**src/include/cnn_consts.svh**
```systemverilog
`ifndef CNN_CONSTS_SVH
`define CNN_CONSTS_SVH

// window geometry.
`define CNN_KX        3
`define CNN_KY        3
`define CNN_CI        2

// data widths.
`define CNN_PIX_BW    8   // unsigned pixel.
`define CNN_W_BW      8   // signed weight.
`define CNN_AK_BW     21  // one channel sum.
`define CNN_ACI_BW    22  // sum over all channels.

// buffer depths.
`define CNN_IN_DEPTH  4   // also the upstream starting credit.
`define CNN_OUT_DEPTH 8

// downstream credit counter width.
`define CNN_CRD_BW    8

`endif

```
**src/hw/cnn_pkg.sv**
```systemverilog
`include "cnn_consts.svh"

package cnn_pkg;

    //////////////////////////////
    // payload vectors
    //////////////////////////////

    // one flattened window, tap k at bits k*PIX_BW.
    typedef logic [`CNN_KX*`CNN_KY*`CNN_PIX_BW-1:0] window_t;

    // all channel kernels, channel c tap k at slot c*9+k.
    typedef logic [`CNN_CI*`CNN_KX*`CNN_KY*`CNN_W_BW-1:0] weights_t;

    //////////////////////////////
    // accumulators
    //////////////////////////////

    typedef logic signed [`CNN_AK_BW-1:0] kacc_t;    // one channel.
    typedef logic signed [`CNN_ACI_BW-1:0] ciacc_t;  // all channels, also output.

endpackage

```
**src/hw/cnn_flow_if.sv**
```systemverilog
`timescale 1ns/100ps

interface cnn_flow_if;
    import cnn_pkg::*;

    logic     issue_valid;    // one item leaves the input buffer.
    window_t  issue_window;
    weights_t issue_weights;
    logic     room;           // an output slot is still unreserved.

    // input stage side.
    modport src (
        output issue_valid,
        output issue_window,
        output issue_weights,
        input  room
    );

    // processing part, never stalls.
    modport pe (
        input  issue_valid,
        input  issue_window,
        input  issue_weights
    );

    // output stage counts issued items against its free slots
    modport sink (
        input  issue_valid,
        output room
    );

endinterface

```
**src/hw/cnn_acc_ci.sv**
```systemverilog
`timescale 1ns/100ps
`include "cnn_consts.svh"

module cnn_acc_ci (
    input  logic            clk,
    input  logic            reset_n,
    cnn_flow_if.pe          flow,
    output logic            o_res_valid,
    output cnn_pkg::ciacc_t o_res_acc
);
    import cnn_pkg::*;

    localparam int KW_BW = `CNN_KX * `CNN_KY * `CNN_W_BW;  // one channel's weights.

    kacc_t              k_acc [`CNN_CI];
    logic [`CNN_CI-1:0] k_valid;
    ciacc_t             ci_sum;
    ciacc_t             r_res_acc;
    logic               r_res_valid;

    //////////////////////////////
    // one kernel per channel
    //////////////////////////////

    // same window everywhere, only the weight slice differs.
    for (genvar c = 0; c < `CNN_CI; c++) begin : g_ch
        cnn_kernel #(
            .KX     (`CNN_KX),
            .KY     (`CNN_KY),
            .PIX_BW (`CNN_PIX_BW),
            .W_BW   (`CNN_W_BW),
            .AK_BW  (`CNN_AK_BW)
        ) u_kernel (
            .clk             (clk),
            .reset_n         (reset_n),
            .i_in_valid      (flow.issue_valid),
            .i_in_fmap       (flow.issue_window),
            .i_cnn_weight    (flow.issue_weights[c*KW_BW +: KW_BW]),
            .o_ot_valid      (k_valid[c]),
            .o_ot_kernel_acc (k_acc[c])
        );
    end

    always_comb begin
        ci_sum = '0;
        for (int c = 0; c < `CNN_CI; c++) begin
            ci_sum = ci_sum + k_acc[c];  // signed, extends to ACI_BW.
        end
    end

    always_ff @(posedge clk) begin
        if (&k_valid) begin
            r_res_acc <= ci_sum;
        end
    end

    always_ff @(posedge clk or negedge reset_n) begin
        if (!reset_n) begin
            r_res_valid <= 1'b0;
        end else begin
            r_res_valid <= &k_valid;  // matches the result register.
        end
    end

    assign o_res_valid = r_res_valid;
    assign o_res_acc   = r_res_acc;

endmodule

```
**src/hw/cnn_acc_top.sv**
```systemverilog
`timescale 1ns/100ps

module cnn_acc_top (
    input  logic              clk,
    input  logic              reset_n,
    // upstream.
    input  logic              i_in_valid,
    input  cnn_pkg::window_t  i_window,
    input  cnn_pkg::weights_t i_weights,
    output logic              o_in_credit,
    // downstream.
    output logic              o_out_valid,
    output cnn_pkg::ciacc_t   o_out_data,
    input  logic              i_out_credit
);

    cnn_pkg::ciacc_t res_acc;
    logic            res_valid;

    cnn_flow_if flow ();

    cnn_input_stage u_input_stage (
        .clk         (clk),
        .reset_n     (reset_n),
        .i_in_valid  (i_in_valid),
        .i_window    (i_window),
        .i_weights   (i_weights),
        .o_in_credit (o_in_credit),
        .flow        (flow.src)
    );

    cnn_acc_ci u_acc_ci (
        .clk         (clk),
        .reset_n     (reset_n),
        .flow        (flow.pe),
        .o_res_valid (res_valid),
        .o_res_acc   (res_acc)
    );

    cnn_output_stage u_output_stage (
        .clk          (clk),
        .reset_n      (reset_n),
        .flow         (flow.sink),
        .i_res_valid  (res_valid),
        .i_res_acc    (res_acc),
        .i_out_credit (i_out_credit),
        .o_out_valid  (o_out_valid),
        .o_out_data   (o_out_data)
    );

endmodule

```
**src/hw/cnn_input_stage.sv**
```systemverilog
`timescale 1ns/100ps
`include "cnn_consts.svh"

module cnn_input_stage (
    input  logic              clk,
    input  logic              reset_n,
    input  logic              i_in_valid,
    input  cnn_pkg::window_t  i_window,
    input  cnn_pkg::weights_t i_weights,
    output logic              o_in_credit,
    cnn_flow_if.src           flow
);
    import cnn_pkg::*;

    localparam int PTR_BW = $clog2(`CNN_IN_DEPTH);
    localparam int CNT_BW = $clog2(`CNN_IN_DEPTH + 1);

    window_t           win_mem [`CNN_IN_DEPTH];
    weights_t          wgt_mem [`CNN_IN_DEPTH];
    logic [PTR_BW-1:0] wr_ptr;
    logic [PTR_BW-1:0] rd_ptr;
    logic [CNT_BW-1:0] count;
    logic              pop;

    //////////////////////////////
    // issue and credit return
    //////////////////////////////

    assign pop                = (count != '0) && flow.room;
    assign flow.issue_valid   = pop;
    assign flow.issue_window  = win_mem[rd_ptr];  // head of buffer.
    assign flow.issue_weights = wgt_mem[rd_ptr];
    assign o_in_credit        = pop;              // freed slot goes back upstream.

    // upstream never sends without a credit, so no full check.
    always_ff @(posedge clk) begin
        if (i_in_valid) begin
            win_mem[wr_ptr] <= i_window;
            wgt_mem[wr_ptr] <= i_weights;
        end
    end

    always_ff @(posedge clk or negedge reset_n) begin
        if (!reset_n) begin
            wr_ptr <= '0;
            rd_ptr <= '0;
            count  <= '0;
        end else begin
            if (i_in_valid) begin
                wr_ptr <= (wr_ptr == PTR_BW'(`CNN_IN_DEPTH - 1)) ? '0 : wr_ptr + 1'b1;
            end
            if (pop) begin
                rd_ptr <= (rd_ptr == PTR_BW'(`CNN_IN_DEPTH - 1)) ? '0 : rd_ptr + 1'b1;
            end
            case ({i_in_valid, pop})
                2'b10:   count <= count + 1'b1;
                2'b01:   count <= count - 1'b1;
                default: count <= count;   // none or both.
            endcase
        end
    end

endmodule

```
**src/hw/cnn_kernel.sv**
```systemverilog
`timescale 1ns/100ps

module cnn_kernel #(
    parameter int KX     = 3,
    parameter int KY     = 3,
    parameter int PIX_BW = 8,
    parameter int W_BW   = 8,
    parameter int AK_BW  = 21
) (
    input  logic                         clk,
    input  logic                         reset_n,
    input  logic                         i_in_valid,
    input  logic [KX*KY*PIX_BW-1:0]      i_in_fmap,
    input  logic signed [KX*KY*W_BW-1:0] i_cnn_weight,
    output logic                         o_ot_valid,
    output logic signed [AK_BW-1:0]      o_ot_kernel_acc
);

    localparam int TAPS = KX * KY;
    localparam int M_BW = PIX_BW + 1 + W_BW;  // pixel gets a zero sign bit.

    logic signed [M_BW-1:0]  r_mul [TAPS];
    logic signed [AK_BW-1:0] sum;
    logic signed [AK_BW-1:0] r_acc;
    logic                    r_mul_valid;
    logic                    r_acc_valid;

    //////////////////////////////
    // stage 1, products
    //////////////////////////////

    always_ff @(posedge clk) begin
        for (int k = 0; k < TAPS; k++) begin
            r_mul[k] <= $signed({1'b0, i_in_fmap[k*PIX_BW +: PIX_BW]})
                      * $signed(i_cnn_weight[k*W_BW +: W_BW]);
        end
    end

    //////////////////////////////
    // stage 2, adder tree
    //////////////////////////////

    // all taps summed in one combinational stage.
    always_comb begin
        sum = '0;
        for (int k = 0; k < TAPS; k++) begin
            sum = sum + r_mul[k];  // sign extended to AK_BW.
        end
    end

    always_ff @(posedge clk) begin
        r_acc <= sum;
    end

    // valid travels alongside the data.
    always_ff @(posedge clk or negedge reset_n) begin
        if (!reset_n) begin
            r_mul_valid <= 1'b0;
            r_acc_valid <= 1'b0;
        end else begin
            r_mul_valid <= i_in_valid;
            r_acc_valid <= r_mul_valid;
        end
    end

    assign o_ot_valid      = r_acc_valid;
    assign o_ot_kernel_acc = r_acc;

endmodule

```
**src/hw/cnn_output_stage.sv**
```systemverilog
`timescale 1ns/100ps
`include "cnn_consts.svh"

module cnn_output_stage (
    input  logic            clk,
    input  logic            reset_n,
    cnn_flow_if.sink        flow,
    input  logic            i_res_valid,
    input  cnn_pkg::ciacc_t i_res_acc,
    input  logic            i_out_credit,
    output logic            o_out_valid,
    output cnn_pkg::ciacc_t o_out_data
);
    import cnn_pkg::*;

    localparam int PTR_BW = $clog2(`CNN_OUT_DEPTH);
    localparam int CNT_BW = $clog2(`CNN_OUT_DEPTH + 1);

    ciacc_t              out_mem [`CNN_OUT_DEPTH];
    ciacc_t              relu;
    logic [PTR_BW-1:0]   wr_ptr;
    logic [PTR_BW-1:0]   rd_ptr;
    logic [CNT_BW-1:0]   count;
    logic [CNT_BW-1:0]   in_flight;   // issued, not yet written.
    logic [CNT_BW:0]     reserved;
    logic [`CNN_CRD_BW-1:0] crd_cnt;
    logic                send;

    assign relu = i_res_acc[`CNN_ACI_BW-1] ? '0 : i_res_acc;  // clip at zero.

    //////////////////////////////
    // slot reservation
    //////////////////////////////

    // buffered plus in-flight items must stay within the depth
    assign reserved  = {1'b0, count} + {1'b0, in_flight};
    assign flow.room = reserved < (CNT_BW+1)'(`CNN_OUT_DEPTH);

    //////////////////////////////
    // buffer and credit gate
    //////////////////////////////

    assign send        = (count != '0) && (crd_cnt != '0);
    assign o_out_valid = send;
    assign o_out_data  = out_mem[rd_ptr];

    always_ff @(posedge clk) begin
        if (i_res_valid) begin
            out_mem[wr_ptr] <= relu;
        end
    end

    always_ff @(posedge clk or negedge reset_n) begin
        if (!reset_n) begin
            wr_ptr    <= '0;
            rd_ptr    <= '0;
            count     <= '0;
            in_flight <= '0;
            crd_cnt   <= '0;
        end else begin
            if (i_res_valid) begin
                wr_ptr <= (wr_ptr == PTR_BW'(`CNN_OUT_DEPTH - 1)) ? '0 : wr_ptr + 1'b1;
            end
            if (send) begin
                rd_ptr <= (rd_ptr == PTR_BW'(`CNN_OUT_DEPTH - 1)) ? '0 : rd_ptr + 1'b1;
            end
            case ({i_res_valid, send})
                2'b10:   count <= count + 1'b1;
                2'b01:   count <= count - 1'b1;
                default: count <= count;
            endcase
            case ({flow.issue_valid, i_res_valid})
                2'b10:   in_flight <= in_flight + 1'b1;
                2'b01:   in_flight <= in_flight - 1'b1;
                default: in_flight <= in_flight;
            endcase
            case ({i_out_credit, send})
                2'b10:   crd_cnt <= crd_cnt + 1'b1;  // grant.
                2'b01:   crd_cnt <= crd_cnt - 1'b1;  // spent.
                default: crd_cnt <= crd_cnt;
            endcase
        end
    end

endmodule

```
**config.mk**
```make
export PLATFORM = sky130hd
export DESIGN_NAME = cnn_acc_top
export DESIGN_NICKNAME = d
export VERILOG_FILES = /design/src/hw/cnn_pkg.sv /design/src/hw/cnn_flow_if.sv /design/src/hw/cnn_acc_ci.sv /design/src/hw/cnn_acc_top.sv /design/src/hw/cnn_input_stage.sv /design/src/hw/cnn_kernel.sv /design/src/hw/cnn_output_stage.sv
export VERILOG_INCLUDE_DIRS = /design/src /design/src/include
export SDC_FILE = /design/constraint.sdc
export NUM_CORES = 2
export LEC_CHECK = 0
export ABC_CLOCK_PERIOD_IN_PS = 15000
export BUFFER_PORTS_ARGS = -buffer_cell sky130_fd_sc_hd__buf_4
export CAP_MARGIN = 20
export CORE_MARGIN = 2
export CORE_UTILIZATION = 70
export CTS_BUF_LIST = sky130_fd_sc_hd__clkbuf_2 sky130_fd_sc_hd__clkbuf_4 sky130_fd_sc_hd__clkbuf_8
export CTS_CLUSTER_SIZE = 28
export DETAILED_ROUTE_END_ITERATION = 8
export HOLD_SLACK_MARGIN = 0.03
export MAX_ROUTING_LAYER = met4
export PLACE_DENSITY = 0.88
export SETUP_SLACK_MARGIN = 0.2
export SLEW_MARGIN = 10
export SYNTH_ARGS = -nofsm -noshare
export SYNTH_HDL_FRONTEND = slang
export SYNTH_SLANG_ARGS = --single-unit
```
**constraint.sdc**
```tcl
create_clock -name clk -period 15 [get_ports clk]
set_input_delay 3 -clock clk [delete_from_list [all_inputs] [get_ports clk]]
set_output_delay 3 -clock clk [all_outputs]
set_load 0.05 [all_outputs]
```
==> results.cfg <==
[timing]
rsz0062_at_grt = false
relSlewSlack_pct = 24.5
period_needed_ns = 7.21
min_period_over_period_pct = 48.1
setup_viol = 0
fin_worst_skew_ns = 0.0800
final.setup.tns_ns = 0
maxSlewViolCount = 0
tightest_slew_ns = 1.13
fmax_ghz = 0.139
finalHoldViolations = 0

[clocking]
clk_pin_slew_ns = 0.06
cts-buffers-inserted = 220
holdBufCountCts = 0
clock-sinks = 1434
clk_latency_ns = 1.00
htreeDepth = 4
post-cts-setup-buffers = 0
cts_tree = yes
ctsResizeCount = 0
clockBufferDepth = 3
cts-root-buf = clkbuf_8

[global_routing]
grt_max_degree = 85
grt_pass1_vias = 61721
antenna_found_initial = 15
grt_first_pass_wirelength_mm = 344
overflow = 0
grtUsageTotal_pct = 34.0

[worst_hold_path]
hold_class = reg -> reg
worstHoldStart = u_acc_ci.g_ch[0].u_kernel.r_mul_valid$_DFF_PN0_
whs_path_depth = 0

[job]
cap_violations = 0

[drt]
viasPerCell = 5.89
vias = 57557
drt_first_pass_iters = 9
drt_wl_total_mm = 221
ant_nets = 0
drc_errors = 2
wl_per_cell_um = 22.6
drt_iter0_drc = 5076

[run_status]
violations = DRC
status = finished with violations

[worst_setup_path]
criticalPathCategory = reg -> reg
r2r_cells = 22
critPathLaunchType = register
max_stage_delay_ns = 0.96
crit_cells = 22
crit_path_end_kind = register
crit_family = adder cells
critPathMostFrequentCell = inv_1
crit_chain = buf_4, buf_4, mux4_2, and2_1, ha_1, inv_1, fa_1, inv_1, ha_1, inv_1, fa_1, inv_1, ha_1, fa_1, a21o_1, a21oi_1, nor2b_1, o21a_1, a21oi_1, o21ai_0, o41ai_1, xnor2_1
crit_slowest_cell = dfrtp_4
path_max_fanout = 50
critPathBufInv = 6
arrival_ns = 8.12
required_ns = 15.91
startpoint = u_input_stage.rd_ptr[1]$_DFFE_PN0P_
r2r-start = u_input_stage.rd_ptr[1]$_DFFE_PN0P_

[synth]
ys_warn_count = 0
synth_area_leaders = edfxtp_1 33%, fa_1 19%, ha_1 11%
ys_async_sr_fraction_pct = 2.23
syn_area_um2 = 95000
yosysSeqAreaShare_pct = 41.5
synth_ff_type = edfxtp_1
ys_types = 72
synth-edff-count = 1054
synth_top_area_share_pct = 33.3
avgSynthCellArea_um2 = 12.8
yosys.area.top_type = edfxtp_1
syn-num-nets = 9447
ys_seq_elements = 1434
synthCells = 7449

[floorplanning]
rows = 135
start_util_pct = 70.3
core_region_area_um2 = 135000
die_y_um = 372
ios = 244
die_area_um2 = 139000
die_w_um = 372

[final_layout]
area_delta_synth_final_pct = 8.98
final_cell_mix = 1,368 x inv_1, 1,054 x edfxtp_1, 915 x fa_1
final_common_cell = inv_1
drive_gt1_share_pct = 13.0
num-nets-final = 9800

[place]
hpwl_mm = 166
port_buffers = 242
gp_congestion = 1.02
[logic make-up (layout without fill, tap and decap cells)]
kind of cell	Yosys count	count (layout)	share of synthesized area, %
AO/OA/AOI/OAI	495	495	3.55
XOR/XNOR	281	281	2.59
adder cells (fa/ha/maj)	1778	1778	30.6
buffers and inverters	1510	2045	6.04
flip-flops	1434	1434	41.5
multiplexers	309	309	6.48
other	1	16	0.00395
AND/OR/NAND/NOR	1641	1641	9.22
[synth_stat cells, drive strengths merged, types with 3 or more instances]
cell and count:
a21boi 13, nor4 6, nand3b 3, mux2i 23, edfxtp 1054, clkbuf 91
buf 51, nand2b 29, nand2 347, o41ai 3, o311a 6, a31oi 3
xnor2 224, o211ai 17, nand4 6, nor3 42, a21o 62, mux4 240
or2 49, a31o 16, xor2 57, nor2b 72, o21a 36, ha 863
mux2 46, o21ai 84, a211oi 10, and2 786, o22ai 6, o21bai 22
a41oi 6, inv 1368, and3 7, nor2 223, o31ai 7, dfrtp 32
a2111oi 5, or3 18, o21ba 8, a41o 12, a21oi 169, nand3 48
fa 915, dfxtp 348
[flip-flops by register name, indices dropped and copies added (netlist names), 2 cells and up]
register,count
u_output_stage.in_flight,4
u_input_stage.count,3
u_output_stage.out_mem,168
u_output_stage.count,4
u_input_stage.wr_ptr,2
u_output_stage.rd_ptr,3
u_input_stage.win_mem,288
u_output_stage.crd_cnt,8
u_acc_ci.g_ch.u_kernel.o_ot_kernel_acc,42
u_acc_ci.g_ch.u_kernel.r_mul,306
u_acc_ci.o_res_acc,22
u_output_stage.wr_ptr,3
u_input_stage.rd_ptr,2
u_input_stage.wgt_mem,576
[metrics by stage]
step / hold slack, ns / util (%) / area (um2) / worst slack, ns / instances
after CTS: 0.361 / 76.6 / 104000 / 7.84 / 9765
after global routing: 0.375 / 76.6 / 104000 / 7.45 / 9778
after detailed placement: 0.338 / 73.1 / 98700 / 7.83 / 9361
after floorplan: 0.331 / - / 95000 / 6.50 / 7449
after global placement: 0.337 / 73.1 / 98700 / 7.86 / 9361
final: 0.360 / 76.6 / 104000 / 7.79 / 9780
[per-layer routing]
layer / vias to the layer above / track usage [%] / part of all wire, %
met1: 29270 / 43.8 / 39
li1: 25337 / - / -
met4: 0 / 12.7 / 3.8
met2: 2482 / 53.7 / 49
met5: - / - / 0
met3: 468 / 7.27 / 8.6
[cell type report]
type,instances,area [um2]
Tap cell,1781,2230
Antenna cell,15,37.5
Fill cell,7760,31600
Clock inverter,107,1060
Inverter,1368,5130
Clock buffer,297,3720
Multi-Input combinational cell,4505,49900
Timing Repair Buffer,273,2060
Sequential cell,1434,39400
[worst reg2reg max path: stages (launching register included)]
cell and delay [ns]:
dfrtp_4 0.96, buf_4 0.69, buf_4 0.76, mux4_2 0.66, and2_1 0.23, ha_1 0.28
inv_1 0.05, fa_1 0.51, inv_1 0.05, ha_1 0.26, inv_1 0.04, fa_1 0.48
inv_1 0.04, ha_1 0.21, fa_1 0.46, a21o_1 0.20, a21oi_1 0.22, nor2b_1 0.07
o21a_1 0.19, a21oi_1 0.19, o21ai_0 0.14, o41ai_1 0.32, xnor2_1 0.16
[final timing paths]
path,slack (ns),to
max in group asynchronous,12.69,u_input_stage.rd_ptr[1]$_DFFE_PN0P_
hold / removal,0.36,u_acc_ci.g_ch[0].u_kernel.o_ot_valid$_DFF_PN0_
hold reg to reg,0.36,u_acc_ci.g_ch[0].u_kernel.o_ot_valid$_DFF_PN0_
setup / recovery,7.79,u_acc_ci.g_ch[1].u_kernel.r_mul[0][101]$_DFF_P_
setup reg to reg,7.79,u_acc_ci.g_ch[1].u_kernel.r_mul[0][101]$_DFF_P_
min in group asynchronous,1.99,u_output_stage.wr_ptr[0]$_DFFE_PN0P_
Power is not shown: default switching activity piles up to over one toggle a cycle in this logic, so the estimate is an artifact.
